### config.mk
export PLATFORM = sky130hd
export DESIGN_NAME = rs_subsys_top
export DESIGN_NICKNAME = d
export VERILOG_FILES = /design/src/source/core_cfg_pkg.sv /design/src/source/expipe_pkg.sv /design/src/source/generic_rs.sv /design/src/source/int_eu.sv /design/src/source/prio_enc.sv /design/src/source/rs_subsys_top.sv
export SDC_FILE = /design/constraint.sdc
export NUM_CORES = 1
export LEC_CHECK = 0
export BUFFER_PORTS_ARGS = -buffer_cell sky130_fd_sc_hd__buf_2
export CORE_MARGIN = 1
export CORE_UTILIZATION = 45
export DETAILED_ROUTE_END_ITERATION = 16
export GPL_TIMING_DRIVEN = 0
export HOLD_SLACK_MARGIN = 0.12
export SYNTH_ARGS = -nofsm -noshare
export SYNTH_HDL_FRONTEND = slang
export SYNTH_SLANG_ARGS = --single-unit
### constraint.sdc
create_clock -name clk_i -period 13.95 [get_ports clk_i]
set_clock_uncertainty 0.2 [all_clocks]
set_input_delay 1.395 -clock clk_i [delete_from_list [all_inputs] [get_ports clk_i]]
set_output_delay 1.395 -clock clk_i [all_outputs]
set_load 0.1 [all_outputs]
### src/source/core_cfg_pkg.sv
// Core-wide data and ROB tag widths, with the data word and ROB tag vector types
`default_nettype none

package core_cfg_pkg;

    // Integer operand width
    localparam int XLEN = 32;

    // ROB tag width, sets how many results can be in flight
    localparam int ROB_IDX_LEN = 4;

    // One data word on any operand or result path
    typedef logic [XLEN-1:0] xlen_t;

    // Names the ROB entry that produces a value
    // Also used as the CDB tag
    typedef logic [ROB_IDX_LEN-1:0] rob_idx_t;

endpackage

`default_nettype wire

### src/source/expipe_pkg.sv
// Execution pipe operation codes and exception codes
`default_nettype none

package expipe_pkg;

    // Operations handled by the integer execution unit
    typedef enum logic [1:0] {
        OP_ADD = 2'd0,
        OP_SUB = 2'd1,
        OP_XOR = 2'd2,
        // Iterative, one bit per cycle
        OP_SLL = 2'd3
    } eu_op_e;

    // Exception codes carried from the EU to the CDB
    typedef enum logic [1:0] {
        EXC_NONE      = 2'd0,
        // Signed overflow on add or sub
        EXC_OVERFLOW  = 2'd1,
        // Shift amount of XLEN or more
        EXC_BAD_SHAMT = 2'd2
    } except_e;

endpackage

`default_nettype wire

### src/source/generic_rs.sv
// Reservation station with issue insert, CDB wakeup, EU dispatch, result write-back, CDB release
`timescale 1ns/1ns
`default_nettype none

module generic_rs
    import core_cfg_pkg::*, expipe_pkg::*;
#(
    parameter int RS_DEPTH = 4
) (
    input  logic                        clk_i,
    input  logic                        rst_n_i,
    input  logic                        flush_i,

    // Issue side
    input  logic                        arbiter_valid_i,
    output logic                        arbiter_ready_o,
    input  eu_op_e                      eu_ctl_i,
    input  logic                        rs1_ready_i,
    input  rob_idx_t                    rs1_idx_i,
    input  xlen_t                       rs1_value_i,
    input  logic                        rs2_ready_i,
    input  rob_idx_t                    rs2_idx_i,
    input  xlen_t                       rs2_value_i,
    input  rob_idx_t                    dest_idx_i,

    // Execution unit side
    input  logic                        eu_ready_i,
    input  logic                        eu_valid_i,
    input  logic [$clog2(RS_DEPTH)-1:0] eu_entry_idx_i,
    input  xlen_t                       eu_result_i,
    input  except_e                     eu_except_i,
    output logic                        eu_valid_o,
    output eu_op_e                      eu_ctl_o,
    output xlen_t                       eu_rs1_o,
    output xlen_t                       eu_rs2_o,
    output logic [$clog2(RS_DEPTH)-1:0] eu_entry_idx_o,

    // Common data bus
    input  logic                        cdb_ready_i,
    input  logic                        cdb_valid_i,
    input  rob_idx_t                    cdb_idx_i,
    input  xlen_t                       cdb_data_i,
    input  logic                        cdb_except_raised_i,
    output logic                        cdb_valid_o,
    output rob_idx_t                    cdb_idx_o,
    output xlen_t                       cdb_data_o,
    output logic                        cdb_except_raised_o,
    output except_e                     cdb_except_o
);

    localparam int IDX_W = $clog2(RS_DEPTH);
    typedef logic [IDX_W-1:0] rs_idx_t;

    // Entry status flags, one bit per entry
    logic [RS_DEPTH-1:0] valid_q, busy_q, rs1_rdy_q, rs2_rdy_q, res_rdy_q, exc_raised_q;

    // Entry payload
    eu_op_e   op_q      [RS_DEPTH];
    rob_idx_t rs1_tag_q [RS_DEPTH];
    rob_idx_t rs2_tag_q [RS_DEPTH];
    rob_idx_t dest_q    [RS_DEPTH];
    xlen_t    rs1_val_q [RS_DEPTH];
    xlen_t    rs2_val_q [RS_DEPTH];
    xlen_t    res_val_q [RS_DEPTH];
    except_e  exc_q     [RS_DEPTH];

    // Selector outputs
    rs_idx_t free_idx, ex_idx, cdb_sel;
    logic    free_found, ex_found, cdb_found;

    logic [RS_DEPTH-1:0] ops_rdy, rs1_wake, rs2_wake;
    logic                cdb_hit, ins_rs1_hit, ins_rs2_hit;
    logic                do_insert, do_issue, do_pop;

    // Broadcasts flagged with an exception wake nothing
    assign cdb_hit = cdb_valid_i && !cdb_except_raised_i;
    assign ops_rdy = rs1_rdy_q & rs2_rdy_q;

    // Tag match against waiting operands
    always_comb begin
        for (int i = 0; i < RS_DEPTH; i++) begin
            rs1_wake[i] = valid_q[i] && !rs1_rdy_q[i] && cdb_hit && (rs1_tag_q[i] == cdb_idx_i);
            rs2_wake[i] = valid_q[i] && !rs2_rdy_q[i] && cdb_hit && (rs2_tag_q[i] == cdb_idx_i);
        end
    end

    // Operand produced in the same cycle as its consumer is issued
    assign ins_rs1_hit = !rs1_ready_i && cdb_hit && (rs1_idx_i == cdb_idx_i);
    assign ins_rs2_hit = !rs2_ready_i && cdb_hit && (rs2_idx_i == cdb_idx_i);

    // Handshakes
    assign arbiter_ready_o = free_found;
    assign eu_valid_o      = ex_found;
    assign cdb_valid_o     = cdb_found;
    assign do_insert       = arbiter_valid_i && free_found;
    assign do_issue        = ex_found && eu_ready_i;
    assign do_pop          = cdb_found && cdb_ready_i;

    // First free slot
    prio_enc #(.N(RS_DEPTH)) i_free_sel (
        .lines_i (~valid_q),
        .enc_o   (free_idx),
        .valid_o (free_found)
    );

    // Waiting entry with both operands in hand
    prio_enc #(.N(RS_DEPTH)) i_ex_sel (
        .lines_i (valid_q & ~busy_q & ~res_rdy_q & ops_rdy),
        .enc_o   (ex_idx),
        .valid_o (ex_found)
    );

    // Finished entry waiting for the bus
    prio_enc #(.N(RS_DEPTH)) i_cdb_sel (
        .lines_i (valid_q & res_rdy_q),
        .enc_o   (cdb_sel),
        .valid_o (cdb_found)
    );

    // Status flags, flush drops every entry
    always_ff @(posedge clk_i or negedge rst_n_i) begin
        if (!rst_n_i) begin
            valid_q      <= '0;
            busy_q       <= '0;
            rs1_rdy_q    <= '0;
            rs2_rdy_q    <= '0;
            res_rdy_q    <= '0;
            exc_raised_q <= '0;
        end else if (flush_i) begin
            valid_q      <= '0;
            busy_q       <= '0;
            rs1_rdy_q    <= '0;
            rs2_rdy_q    <= '0;
            res_rdy_q    <= '0;
            exc_raised_q <= '0;
        end else begin
            // Write port 1, new instruction
            if (do_insert) begin
                valid_q[free_idx]      <= 1'b1;
                busy_q[free_idx]       <= 1'b0;
                rs1_rdy_q[free_idx]    <= rs1_ready_i || ins_rs1_hit;
                rs2_rdy_q[free_idx]    <= rs2_ready_i || ins_rs2_hit;
                res_rdy_q[free_idx]    <= 1'b0;
                exc_raised_q[free_idx] <= 1'b0;
            end
            // Keep a dispatched entry from being picked again
            if (do_issue) begin
                busy_q[ex_idx] <= 1'b1;
            end
            if (do_pop) begin
                valid_q[cdb_sel]   <= 1'b0;
                busy_q[cdb_sel]    <= 1'b0;
                res_rdy_q[cdb_sel] <= 1'b0;
            end
            // Write port 2, result from the EU
            if (eu_valid_i) begin
                res_rdy_q[eu_entry_idx_i]    <= 1'b1;
                exc_raised_q[eu_entry_idx_i] <= (eu_except_i != EXC_NONE);
            end
            for (int i = 0; i < RS_DEPTH; i++) begin
                if (rs1_wake[i]) rs1_rdy_q[i] <= 1'b1;
                if (rs2_wake[i]) rs2_rdy_q[i] <= 1'b1;
            end
        end
    end

    // Payload fields, only meaningful under the flags above
    always_ff @(posedge clk_i) begin
        if (do_insert) begin
            op_q[free_idx]      <= eu_ctl_i;
            rs1_tag_q[free_idx] <= rs1_idx_i;
            rs2_tag_q[free_idx] <= rs2_idx_i;
            dest_q[free_idx]    <= dest_idx_i;
            rs1_val_q[free_idx] <= ins_rs1_hit ? cdb_data_i : rs1_value_i;
            rs2_val_q[free_idx] <= ins_rs2_hit ? cdb_data_i : rs2_value_i;
        end
        if (eu_valid_i) begin
            res_val_q[eu_entry_idx_i] <= eu_result_i;
            exc_q[eu_entry_idx_i]     <= eu_except_i;
        end
        for (int i = 0; i < RS_DEPTH; i++) begin
            if (rs1_wake[i]) rs1_val_q[i] <= cdb_data_i;
            if (rs2_wake[i]) rs2_val_q[i] <= cdb_data_i;
        end
    end

    // Read port 1, operands to the EU
    assign eu_ctl_o       = op_q[ex_idx];
    assign eu_rs1_o       = rs1_val_q[ex_idx];
    assign eu_rs2_o       = rs2_val_q[ex_idx];
    assign eu_entry_idx_o = ex_idx;

    // Read port 2, result to the CDB
    assign cdb_idx_o           = dest_q[cdb_sel];
    assign cdb_data_o          = res_val_q[cdb_sel];
    assign cdb_except_raised_o = exc_raised_q[cdb_sel];
    assign cdb_except_o        = exc_q[cdb_sel];

    // A result can only exist once both operands were captured
    a_res_after_ops: assert property (@(posedge clk_i) disable iff (!rst_n_i)
        (valid_q & res_rdy_q & ~ops_rdy) == '0)
        else $error("generic_rs: result ready with an operand missing");

    // The EU only returns work it was handed
    a_wb_to_busy: assert property (@(posedge clk_i) disable iff (!rst_n_i || flush_i)
        eu_valid_i |-> (valid_q[eu_entry_idx_i] && busy_q[eu_entry_idx_i]))
        else $error("generic_rs: write-back to idle entry %0d", eu_entry_idx_i);

endmodule

`default_nettype wire

### src/source/int_eu.sv
// Integer execution unit: one-cycle add, sub, xor and an iterative shift-left
`timescale 1ns/1ns
`default_nettype none

module int_eu
    import core_cfg_pkg::*, expipe_pkg::*;
#(
    parameter int RS_DEPTH = 4
) (
    input  logic                        clk_i,
    input  logic                        rst_n_i,
    input  logic                        flush_i,

    // Request from the station
    input  logic                        valid_i,
    output logic                        ready_o,
    input  eu_op_e                      op_i,
    input  xlen_t                       rs1_i,
    input  xlen_t                       rs2_i,
    input  logic [$clog2(RS_DEPTH)-1:0] entry_idx_i,

    // Result pulse back to the station
    output logic                        valid_o,
    output logic [$clog2(RS_DEPTH)-1:0] entry_idx_o,
    output xlen_t                       result_o,
    output except_e                     except_o
);

    localparam int SHW = $clog2(XLEN);

    typedef enum logic [1:0] {ST_IDLE, ST_SHIFT, ST_DONE} eu_state_e;

    eu_state_e      state_q;
    logic           valid_q, accept, bad_shamt, start_shift;
    logic [SHW-1:0] cnt_q;
    xlen_t          acc_q, alu_res;
    except_e        alu_exc;

    // No new work during a shift or while a result is on the way out
    assign ready_o     = (state_q == ST_IDLE) && !valid_q;
    assign accept      = valid_i && ready_o;
    assign bad_shamt   = (rs2_i >= XLEN);
    assign start_shift = (op_i == OP_SLL) && !bad_shamt && (rs2_i[SHW-1:0] != '0);
    assign valid_o     = valid_q;

    // Single-cycle results, overflow still returns the wrapped value
    always_comb begin
        alu_exc = EXC_NONE;
        case (op_i)
            OP_ADD: begin
                alu_res = rs1_i + rs2_i;
                if (rs1_i[XLEN-1] == rs2_i[XLEN-1] && alu_res[XLEN-1] != rs1_i[XLEN-1])
                    alu_exc = EXC_OVERFLOW;
            end
            OP_SUB: begin
                alu_res = rs1_i - rs2_i;
                if (rs1_i[XLEN-1] != rs2_i[XLEN-1] && alu_res[XLEN-1] != rs1_i[XLEN-1])
                    alu_exc = EXC_OVERFLOW;
            end
            OP_XOR: alu_res = rs1_i ^ rs2_i;
            // Zero or illegal shift amount, finished at once
            default: begin
                alu_res = bad_shamt ? '0 : rs1_i;
                alu_exc = bad_shamt ? EXC_BAD_SHAMT : EXC_NONE;
            end
        endcase
    end

    always_ff @(posedge clk_i or negedge rst_n_i) begin
        if (!rst_n_i) begin
            state_q <= ST_IDLE;
            valid_q <= 1'b0;
        end else if (flush_i) begin
            // Abort anything in flight
            state_q <= ST_IDLE;
            valid_q <= 1'b0;
        end else begin
            valid_q <= 1'b0;
            case (state_q)
                ST_IDLE: begin
                    if (accept && start_shift) state_q <= ST_SHIFT;
                    else if (accept) valid_q <= 1'b1;
                end
                ST_SHIFT: if (cnt_q == SHW'(1)) state_q <= ST_DONE;
                default: begin
                    state_q <= ST_IDLE;
                    valid_q <= 1'b1;
                end
            endcase
        end
    end

    // Datapath registers
    always_ff @(posedge clk_i) begin
        if (accept) begin
            entry_idx_o <= entry_idx_i;
            acc_q       <= rs1_i;
            cnt_q       <= rs2_i[SHW-1:0];
            result_o    <= alu_res;
            except_o    <= alu_exc;
        end else if (state_q == ST_SHIFT) begin
            // One bit per cycle
            acc_q <= acc_q << 1;
            cnt_q <= cnt_q - SHW'(1);
        end else if (state_q == ST_DONE) begin
            result_o <= acc_q;
            except_o <= EXC_NONE;
        end
    end

    // Results are single pulses
    a_single_pulse: assert property (@(posedge clk_i) disable iff (!rst_n_i)
        valid_o |=> !valid_o)
        else $error("int_eu: result valid held for two cycles");

endmodule

`default_nettype wire

### src/source/prio_enc.sv
// Lowest-index-first priority encoder with a found flag
`timescale 1ns/1ns
`default_nettype none

module prio_enc #(
    parameter int N = 4
) (
    input  logic [N-1:0]         lines_i,
    output logic [$clog2(N)-1:0] enc_o,
    output logic                 valid_o
);

    localparam int W = $clog2(N);

    // Scan from the top down so the lowest set line wins
    always_comb begin
        enc_o   = '0;
        valid_o = 1'b0;
        for (int i = N - 1; i >= 0; i--) begin
            if (lines_i[i]) begin
                enc_o   = i[W-1:0];
                valid_o = 1'b1;
            end
        end
    end

    // Encoded index must select a request line that is really set
    always_comb begin
        if (valid_o) begin
            assert (lines_i[enc_o])
                else $error("prio_enc: index %0d is not a set line", enc_o);
        end
    end

endmodule

`default_nettype wire

### src/source/rs_subsys_top.sv
// Integer issue path top level: reservation station feeding the integer execution unit
`timescale 1ns/1ns
`default_nettype none

module rs_subsys_top
    import core_cfg_pkg::*, expipe_pkg::*;
#(
    parameter int RS_DEPTH = 4
) (
    input  logic     clk_i,
    input  logic     rst_n_i,
    input  logic     flush_i,

    // Issue
    input  logic     arbiter_valid_i,
    output logic     arbiter_ready_o,
    input  eu_op_e   eu_ctl_i,
    input  logic     rs1_ready_i,
    input  rob_idx_t rs1_idx_i,
    input  xlen_t    rs1_value_i,
    input  logic     rs2_ready_i,
    input  rob_idx_t rs2_idx_i,
    input  xlen_t    rs2_value_i,
    input  rob_idx_t dest_idx_i,

    // Incoming CDB broadcast
    input  logic     cdb_valid_i,
    input  rob_idx_t cdb_idx_i,
    input  xlen_t    cdb_data_i,
    input  logic     cdb_except_raised_i,

    // Outgoing CDB result
    input  logic     cdb_ready_i,
    output logic     cdb_valid_o,
    output rob_idx_t cdb_idx_o,
    output xlen_t    cdb_data_o,
    output logic     cdb_except_raised_o,
    output except_e  cdb_except_o
);

    // Station to EU
    logic                        disp_valid, disp_ready;
    eu_op_e                      disp_op;
    xlen_t                       disp_rs1, disp_rs2;
    logic [$clog2(RS_DEPTH)-1:0] disp_idx;

    // EU back to station
    logic                        wb_valid;
    logic [$clog2(RS_DEPTH)-1:0] wb_idx;
    xlen_t                       wb_result;
    except_e                     wb_except;

    generic_rs #(.RS_DEPTH(RS_DEPTH)) i_rs (
        .clk_i, .rst_n_i, .flush_i,
        .arbiter_valid_i, .arbiter_ready_o, .eu_ctl_i,
        .rs1_ready_i, .rs1_idx_i, .rs1_value_i,
        .rs2_ready_i, .rs2_idx_i, .rs2_value_i, .dest_idx_i,
        .eu_ready_i          (disp_ready),
        .eu_valid_i          (wb_valid),
        .eu_entry_idx_i      (wb_idx),
        .eu_result_i         (wb_result),
        .eu_except_i         (wb_except),
        .eu_valid_o          (disp_valid),
        .eu_ctl_o            (disp_op),
        .eu_rs1_o            (disp_rs1),
        .eu_rs2_o            (disp_rs2),
        .eu_entry_idx_o      (disp_idx),
        .cdb_ready_i, .cdb_valid_i, .cdb_idx_i, .cdb_data_i, .cdb_except_raised_i,
        .cdb_valid_o, .cdb_idx_o, .cdb_data_o, .cdb_except_raised_o, .cdb_except_o
    );

    int_eu #(.RS_DEPTH(RS_DEPTH)) i_eu (
        .clk_i, .rst_n_i, .flush_i,
        .valid_i     (disp_valid),
        .ready_o     (disp_ready),
        .op_i        (disp_op),
        .rs1_i       (disp_rs1),
        .rs2_i       (disp_rs2),
        .entry_idx_i (disp_idx),
        .valid_o     (wb_valid),
        .entry_idx_o (wb_idx),
        .result_o    (wb_result),
        .except_o    (wb_except)
    );

endmodule

`default_nettype wire

* Word level (Yosys, flattened, before mapping)
Memory sizes are Yosys's and may differ from the RTL's.
Cells that the tools add are included.
** Operators by class
- Add/sub/neg operators :: 3
- $mul :: 0
- Div/mod/pow operators :: 0
- Order comparisons :: 9
- Equality and inequality tests :: 23
- Shift-type cells :: 0
- Muxes and demuxes :: 115
- Bitwise gates (word level) :: 20
- Reductions and logical operators :: 73
** Operator list (count)
- 2-to-1 mux 32 bit :: 8
- 2-to-1 mux 4 bit :: 24
- case mux 32 bit (3 select lines) :: 1
- 2-to-1 mux 1 bit :: 50
- bitwise AND 4 bit :: 11
- logical AND 1 bit :: 42
- == test 4 bit :: 10
- 2-to-1 mux 2 bit :: 19
- adder 32 bit :: 1
- >= comparator 32 x 6 -> 1 bit (second input constant) :: 1
- subtractor 32 bit :: 1
- bitwise XOR 32 bit :: 1
- nonzero test 3 bit :: 8
- inverter 4 bit :: 5
- zero test 1 bit :: 13
- bitwise mux 4 bit :: 3
- less-than comparator 2 x 3 -> 1 bit (second input constant) :: 4
- OR 4 bit :: 3
- 2-to-1 mux 5 bit :: 2
- demux 1 bit (select 2 bit) :: 4
- >= comparator 2 x 1 -> 1 bit (second input constant) :: 4
- == test 2 bit (second input constant) :: 3
- case mux 2 bit (3 select lines) :: 1
- nonzero test 2 bit :: 3
- 15 further kinds :: 21
** Storage, ports and cells
- Bits in registers :: 100
- Bits in latches :: 0
- RAM bits :: 448
- ROM bits :: 0
- Memories :: 8
** Memories
- i_rs.res_val_q :: depth 4, bits a word 32, read ports 1, clocked after memory_dff 0, wr ports 1, RTL line generic_rs.sv:64 : xlen_t res_val_q [RS_DEPTH];
- i_rs.rs1_val_q :: depth 4, bits a word 32, read ports 1, clocked after memory_dff 0, wr ports 5, RTL line generic_rs.sv:62 : xlen_t rs1_val_q [RS_DEPTH];
- i_rs.rs2_val_q :: depth 4, bits a word 32, read ports 1, clocked after memory_dff 0, wr ports 5, RTL line generic_rs.sv:63 : xlen_t rs2_val_q [RS_DEPTH];
- i_rs.dest_q :: depth 4, bits a word 4, read ports 1, clocked after memory_dff 0, wr ports 1, RTL line generic_rs.sv:61 : rob_idx_t dest_q [RS_DEPTH];
- i_rs.rs1_tag_q :: depth 4, bits a word 4, read ports 4, clocked after memory_dff 0, wr ports 1, RTL line generic_rs.sv:59 : rob_idx_t rs1_tag_q [RS_DEPTH];
- i_rs.rs2_tag_q :: depth 4, bits a word 4, read ports 4, clocked after memory_dff 0, wr ports 1, RTL line generic_rs.sv:60 : rob_idx_t rs2_tag_q [RS_DEPTH];
- +2 memories

* Logic depth before layout (Yosys ltp)
Gate-level depths: netlist of run 1.
- Depth after elaboration :: 19
- Depth in mapped cells :: 24

* Hierarchy
A second synthesis of run 1 with hierarchy kept.
** Unflattened totals
- Cell total of the unflattened synthesis :: 2060
- Area total of the unflattened synthesis :: 28602.4 um2
** Modules (own cells, without submodules)
- generic_rs :: times used 1, cells each 1084, area an instance 20941.3 um2
- int_eu :: times used 1, cells each 955, area an instance 7556.0 um2
- prio_enc :: times used 3, cells each 7, area an instance 35.0 um2

* Worst setup path after synthesis of run 1
No wires, ideal clock.
- Path kind :: register to register
- From :: register i_rs.valid_q[1]
- To :: register i_eu.result_o[22] (data pin)
- Setup time :: 261 ps
- Arrival :: 5395 ps
- Data required time :: 13489 ps
- Path slack :: 8094 ps
- Stages on the path, launching flop included :: 22
- Buffers on the path :: 7
- Cells stage by stage :: dfrtp_1 > buf_4 > or3b_4 > or2_1 > buf_6 > buf_2 > clkbuf_1 > nor2_1 > clkbuf_1 > clkbuf_1 > a222oi_1 > nand2_1 > ha_1 > clkbuf_1 > or4_1 > nand3b_1 > a2111oi_0 > o31ai_1 > or2_2 > o211ai_1 > o21ai_0 > o32a_1
** On the way
- Cells in the longest elaborated chain, start to end :: 10
- Elaborated cells on any way between the ends :: 21
- Classes of those cells :: 2 x add/sub; 1 x order compare; 2 x eq/ne; 7 x mux; 4 x bitwise; 2 x reduce/logical; 3 x memory
** RTL lines
- start, declared :: RTL line generic_rs.sv:55 : logic [RS_DEPTH-1:0] valid_q, busy_q, rs1_rdy_q, rs2_rdy_q, res_rdy_q, exc_raised_q;
- start signal, assigned :: RTL line generic_rs.sv:123 : valid_q <= '0;
- start signal, assigned :: RTL line generic_rs.sv:130 : valid_q <= '0;
- start signal, assigned by index :: RTL line generic_rs.sv:139 : valid_q[free_idx] <= 1'b1;
- bitwise AND 4 bit (*) (3 in a row) :: RTL line generic_rs.sv:108 : .lines_i (valid_q & ~busy_q & ~res_rdy_q & ops_rdy),
- 2-to-1 mux 2 bit (2 in a row) :: RTL line prio_enc.sv:20 : if (lines_i[i]) begin
- memory (4 x 32 bit)
- >= comparator 32 x 6 -> 1 bit :: RTL line int_eu.sv:42 : assign bad_shamt = (rs2_i >= XLEN);
- 2-to-1 mux 32 bit :: RTL line int_eu.sv:63 : alu_res = bad_shamt ? '0 : rs1_i;
- case mux 32 bit (3 select lines) :: RTL line int_eu.sv:49 : case (op_i)
- 2-to-1 mux 32 bit (*) :: RTL line int_eu.sv:95 : if (accept) begin
- end signal, assigned :: RTL line int_eu.sv:99 : result_o <= alu_res;
- end signal, assigned :: RTL line int_eu.sv:106 : result_o <= acc_q;
- end, declared :: RTL line int_eu.sv:25 : output xlen_t result_o,
Mark *: on every way between the ends. The rest lies on a longest branch, timed or not.
A chain may end at the register's enable or synchronous reset.

* Final worst setup path of run 1
- From :: register i_rs.res_rdy_q[2]
- To :: register i_eu.result_o[30] (data pin)
** On the way
- Cells in the longest elaborated chain, start to end :: 11
- Elaborated cells on any way between the ends :: 23
- Classes of those cells :: 2 x add/sub; 1 x order compare; 2 x eq/ne; 9 x mux; 4 x bitwise; 2 x reduce/logical; 3 x memory
** RTL lines
- start, declared :: RTL line generic_rs.sv:55
- start signal, assigned :: RTL line generic_rs.sv:127 : res_rdy_q <= '0;
- start signal, assigned :: RTL line generic_rs.sv:134 : res_rdy_q <= '0;
- start signal, assigned by index :: RTL line generic_rs.sv:143 : res_rdy_q[free_idx] <= 1'b0;
- inverter 4 bit (*) :: RTL line generic_rs.sv:108
- bitwise AND 4 bit (*) (2 in a row) :: RTL line generic_rs.sv:108
- 2-to-1 mux 2 bit (3 in a row) :: RTL line prio_enc.sv:20
- memory (4 x 32 bit)
- >= comparator 32 x 6 -> 1 bit :: RTL line int_eu.sv:42
- 2-to-1 mux 32 bit :: RTL line int_eu.sv:63
- case mux 32 bit (3 select lines) :: RTL line int_eu.sv:49
- 2-to-1 mux 32 bit (*) :: RTL line int_eu.sv:95
Marks and branches as above.

==> results of run 1 <==
## worst reg2reg max path: cells and delay by family (launching register included)
| family | cells | cell delay (ns) |
|---|---|---|
| AND/OR/NAND/NOR | 8 | 3.04 |
| adder cells (fa/ha/maj) | 1 | 0.26 |
| AO/OA/AOI/OAI | 4 | 2.42 |
| buffers and inverters | 4 | 2.47 |
| flip-flops | 1 | 0.42 |
| XOR/XNOR | 1 | 0.18 |
## flip-flops by register name (all words and copies together), names as in the netlist, 5 cells and up
signal / flops
i_rs.exc_q: 8
i_eu.result_o: 32
i_rs.res_val_q: 128
i_eu.acc_q: 32
i_rs.rs2_val_q: 128
i_rs.rs1_tag_q: 16
i_rs.rs1_val_q: 128
i_rs.rs2_tag_q: 16
i_eu.cnt_q: 5
i_rs.dest_q: 16
i_rs.op_q: 8
## worst paths after layout
path	from	end	slack, ns
worst max-delay path	i_rs.res_rdy_q[2]	i_eu.result_o[30]	4.68
worst min register to register	i_eu.result_o[11]	i_rs.res_val_q[1][11]	0.29
worst min-delay path	i_eu.result_o[11]	i_rs.res_val_q[1][11]	0.29
max in group asynchronous	rst_n_i	i_rs.busy_q[2]	12.51
worst max register to register	i_rs.res_rdy_q[2]	i_eu.result_o[30]	4.68
min in group asynchronous	rst_n_i	i_rs.rs2_rdy_q[1]	0.59
## per-layer routing
layer	global-route usage	vias up
met5	0	-
met4	0.112	2
met3	0.0501	208
met2	0.464	1012
met1	0.412	10400
li1	-	9258
## cell type report
| cell class | instances | area [um^2] |
|---|---|---|
| clock buffers | 73 | 1530 |
| fillers | 5396 | 29800 |
| inverters | 88 | 330 |
| well taps | 837 | 1050 |
| multi-input cells | 1501 | 10800 |
| plain buffers | 136 | 549 |
| flip-flops and latches | 548 | 16300 |
| diodes | 1 | 2.50 |
| clock inverters | 31 | 240 |
| repair buffers | 169 | 996 |
## kinds of logic (layout without fill, tap and decap cells)
| family | count (synthesis) | count (layout) | synth area share |
|---|---|---|---|
| other cells | 0 | 1 | 0 |
| xor+xnor | 52 | 52 | 0.0163 |
| flops | 548 | 548 | 0.584 |
| compound gates | 558 | 558 | 0.140 |
| buf+inv | 224 | 497 | 0.0314 |
| simple gates | 552 | 552 | 0.0896 |
| mux | 272 | 272 | 0.109 |
| fa+ha+maj | 67 | 67 | 0.0305 |
## synthesized netlist by cell type, types with 16 or more instances
library cell | number | share of area
nand2_1 | 231 | 0.031
mux2_2 | 260 | 0.10
o22ai_1 | 35 | 0.0078
or3_1 | 28 | 0.0063
ha_1 | 65 | 0.029
a222oi_1 | 70 | 0.025
nor3_1 | 31 | 0.0055
nand3_1 | 29 | 0.0052
a31oi_1 | 42 | 0.0094
o21bai_1 | 16 | 0.0043
dfrtp_1 | 27 | 0.024
o21ai_0 | 65 | 0.012
edfxtp_1 | 521 | 0.56
nor2_1 | 151 | 0.020
clkbuf_1 | 86 | 0.012
inv_1 | 88 | 0.012
o211ai_1 | 28 | 0.0075
xnor2_1 | 47 | 0.015
buf_1 | 35 | 0.0047
a21oi_1 | 139 | 0.025
a21o_1 | 21 | 0.0056
## power by group
part	switching (mW)	internal, mW
Clock	0.643	0.827
Combinational	0.245	0.134
Sequential	0.0105	1.83
Total	0.899	2.79
## per-stage QoR
| step | hold slack (ns) | power [mW] |
|---|---|---|
| floorplan | 0.259 | 2.10 |
| global placement | 0.264 | 2.23 |
| detailed placement | 0.282 | 2.24 |
| CTS | 0.296 | 3.69 |
| global route | 0.307 | 3.79 |
| finish | 0.294 | 3.69 |
==> impl_metrics.yaml, run 1 <==
clock_tree:
  clock_latency_ns: 0.64
  cts_hold_buf: 0
  cts_setup_buffers: 0
  cts_sinks: 548
  clockBufferDepth: 3
  numCtsBuffers: 58
  cts_tree: "done"
  clockRootBuffer: "clkbuf_16"
  clkSlewWorstSetupHoldPaths_ns: 0.07
  htree_levels: 2
  cts_resized: 0
synthesis:
  ys_seq_elements: 548
  async_flop_share: 0.0493
  yosysWarnings: 0
  syn_nets: 2463
  postSynthAreaPerCell_um2: 12.3
  ys.flop_type: "edfxtp_1"
  synth_seq_area_share: 0.584
  yosysUniqueCellTypes: 86
  synth.cell_area_um2: 28000
  synth_edf_count: 521
  synthCells: 2273
drt:
  drt_iter0_drc: 2415
  met2_length_mm: 42.8
  finalWirelength_mm: 94.0
  topRoutingLayerUsed: "met5"
  vias_per_cell: 6.17
  vias: 20900
  drc: 0
  wl_per_cell_um: 27.8
  wl_met1_mm: 39.9
  met3_length_mm: 7.64
  drt-pass1-iter-count: 9
  drt.antenna.violating_nets: 0
floorplan:
  rows: 91
  coreArea_um2: 61600
  io_pins: 164
  die_area_um2: 63200
  start_util: 0.454
  chipHeight_um: 251
  die_x_um: 251
global_routing:
  grt_remaining_overflow: 0
  antenna_found_initial: 1
  grt_usage: 0.296
  grt_pass1_wl_mm: 137
  grt_max_degree: 35
  grt_pass1_vias: 20300
timing:
  setup_violations: 0
  worstMarginPinSlew_ns: 1.35
  relSlewSlack: 0.0739
  fmax_mhz: 108
  fin_crit_sh: 0.664
  hold_viol: 0
  finalCriticalPeriod_ns: 9.27
  drv_slew: 0
  fin_ws_ns: 4.68
  rsz0062_at_grt: "false"
  tns_ns: 0
cells_and_area:
  fin_util: 0.517
  area_delta_synth_final_pct: 13.8
  drive_gt1_frac: 0.222
  nets: 2692
  fin_area_um2: 31800
  final_common_cell: "edfxtp_1"
  final_cell_mix: "edfxtp_1 (521), mux2_2 (260), nand2_1 (223)"
  stdcell_count: 3384
worst_setup_path:
  crit_family: "simple AND/OR/NAND/NOR gates"
  ff2ff_path_depth: 18
  crit_chain: "and4bb_2 -> nand2_1 -> clkbuf_1 -> nor3_1 -> clkbuf_1 -> clkbuf_1 -> a222oi_1 -> nand2_1 -> ha_1 -> clkbuf_1 -> or4_1 -> nand3b_1 -> a2111oi_0 -> nor4_1 -> o41ai_1 -> xnor2_1 -> nor2_1 -> a211o_1"
  required_ns: 14.09
  path_depth: 18
  startpoint_type: "flop"
  path_class: "reg -> reg"
  crit_fanout: 10
  cpMostUsedCell: "clkbuf_1"
  cp.buffers_inverters: 4
  end_kind: "flop"
  critPathMaxStageDelay_ns: 1.18
  cp_slowest_cell: "a2111oi_0"
  arrival_ns: 9.41
placed_design:
  dpl_cell_area_um2: 30100
  portBuffers: 159
  hpwl_mm: 68.3
  place.gp.congestion: 0.960
  pre_cts_ws_ns: 4.96
  dp_cells: 3279
min_path:
  hold_class: "reg -> reg"
  hold_depth: 0
pwr:
  ir_worst_vdd_mv: 0.108
  leakage_nw: 11.3
  power_density_nw_per_um2: 116
status:
  status: "finished, final reports clean"
job:
  cap_violations: 0
Power figures use the tool's default switching activity.
==> run 2, diff against run 1 <==
- clock period: 13.95 -> 8.4 ns (I/O delays scaled with it)
==> impl_metrics.yaml, run 2 (same netlist as run 1, synthesis figures left out) <==
status:
  status: "finished, final reports clean"
worst_setup_path:
  required_ns: 8.56
  end_kind: "flop"
  path_class: "reg -> reg"
  startpoint_type: "flop"
  crit_fanout: 10
  arrival_ns: 8.28
cells_and_area:
  final_common_cell: "edfxtp_1"
  fillers: 5391
  final_cell_mix: "edfxtp_1 (521), mux2_2 (260), nand2_1 (223)"
  fin_area_um2: 31900
  fin_util: 0.518
  largestRegisters: "i_rs.res_val_q (128), i_rs.rs1_val_q (128), i_rs.rs2_val_q (128)"
  stdcell_count: 3389
  drive_gt1_frac: 0.227
  area_delta_synth_final_pct: 14.1
  nets: 2697
placed_design:
  dpl_cell_area_um2: 30100
  dp_cells: 3279
  place.gp.congestion: 0.960
  hpwl_mm: 68.3
  portBuffers: 159
pwr:
  leakage_nw: 11.3
  power_density_nw_per_um2: 192
  p_total_mw: 6.12
  ir_worst_vdd_mv: 0.179
timing:
  worstMarginPinSlew_ns: 1.27
  fmax_mhz: 123
  fin_crit_sh: 0.967
  hold_viol: 0
  relSlewSlack: 0.147
  holdWs_ns: 0.231
  finalCriticalPeriod_ns: 8.13
  setup_violations: 0
  drv_slew: 0
  rsz0062_at_grt: "false"
global_routing:
  grt_remaining_overflow: 0
  grt_pass1_vias: 20300
  grt_pass1_wl_mm: 137
  antenna_found_initial: 1
  grt_max_degree: 35
  grt_usage: 0.296
clock_tree:
  numCtsBuffers: 58
  clockBufferDepth: 3
  cts_tree: "done"
  htree_levels: 2
  clockRootBuffer: "clkbuf_16"
  cts_sinks: 548
  clkSlewWorstSetupHoldPaths_ns: 0.06
  clock_latency_ns: 0.63
floorplan:
  coreArea_um2: 61600
  die_area_um2: 63200
  rows: 91
  io_pins: 164
  chipHeight_um: 251
  die_x_um: 251
  start_util: 0.454
drt:
  drt_iter0_drc: 2371
  vias_per_cell: 6.17
  drc: 0
  drt.antenna.violating_nets: 0
  vias: 20900
  finalWirelength_mm: 93.8
  wl_per_cell_um: 27.7
  drt-pass1-iter-count: 9
min_path:
  hold_class: "in -> reg"
job:
  cap_violations: 0
run 2: changes by cell type in the layout (fill, tap and decap cells not counted), moves of 2 or more:
cell,previous run,this run
clkbuf_2,0,4
buf_4,3,8
clkbuf_1,100,95
a21boi_0,12,10
a21boi_1,1,3
run 2: what timing repair did:
action | 4_1_cts | 5_1_grt
endpoints found under the setup margin | 9 | 10
hold buffers | 1 | 0
gates resized for setup | 8 | 8
cloned | 0 | 0
endpoints found under the hold margin | 27 | 0
buffers inserted | 3 | 2
pin swaps | 2 | 2
run 2: routing by layer:
layer  GRT usage  share of wire
met4       0.111          0.036
met2       0.463           0.46
met5           0        0.00014
met3      0.0509          0.085
met1       0.412           0.42
run 2: cell type report:
| class | instances | area, um^2 | area share |
|---|---|---|---|
| clock inverters | 31 | 240 | 0.00753 |
| diodes | 1 | 2.50 | 0.0000784 |
| repair buffers | 175 | 1040 | 0.0327 |
| inverters | 88 | 330 | 0.0104 |
| flip-flops and latches | 548 | 16300 | 0.511 |
| multi-input cells | 1501 | 10800 | 0.340 |
| well taps | 837 | 1050 | 0.0328 |
| clock buffers | 73 | 1530 | 0.0479 |
| plain buffers | 135 | 558 | 0.0175 |
run 2: final timing paths:
kind,from,end,slack (ns),cells past startpoint
min in group asynchronous,rst_n_i,i_rs.rs2_rdy_q[1],0.59,2
setup reg to reg,i_rs.res_rdy_q[0],i_eu.result_o[24],0.27,21
setup / recovery,i_rs.res_rdy_q[0],i_eu.result_o[24],0.27,21
hold reg to reg,i_eu.result_o[24],i_rs.res_val_q[0][24],0.29,0
max in group asynchronous,rst_n_i,i_rs.busy_q[2],6.98,2
hold / removal,eu_ctl_i[0],i_rs.op_q[1][0],0.23,1
run 2: stage by stage:
| step | setup slack (ns) | TNS, ns |
|---|---|---|
| 2_1_floorplan | 2.54 | 0 |
| 3_3_place_gp | -0.802 | -4.78 |
| 3_5_place_dp | -0.595 | -3.20 |
| 4_1_cts | 0.0161 | 0 |
| 5_1_grt | 0.0661 | 0 |
| 6_report | 0.273 | 0 |
run 2: report_power, final:
group	switching, mW	internal (mW)	total (mW)	leakage [nW]
sequential	0.0177	3.04	3.05	5.12
combinational	0.408	0.224	0.632	5.35
clock	1.07	1.37	2.44	0.862
run 2: worst max-delay path, stage by stage (launching register included):
cell      delay (ns)
dfrtp_1         0.46
nor2_1          0.13
and4_1          0.23
clkbuf_1        0.26
nor3_2          0.87
clkbuf_1        0.79
clkbuf_1        0.90
a222oi_1        0.20
buf_4           0.23
nand2_1         0.13
ha_1            0.14
clkbuf_1        0.31
o21ai_0         0.16
o21bai_1        0.23
a21oi_1         0.20
o21bai_1        0.43
a311oi_2        0.24
o41ai_2         0.55
and2_1          0.23
a21oi_1         0.07
or4_1           0.49
a31oi_1         0.38
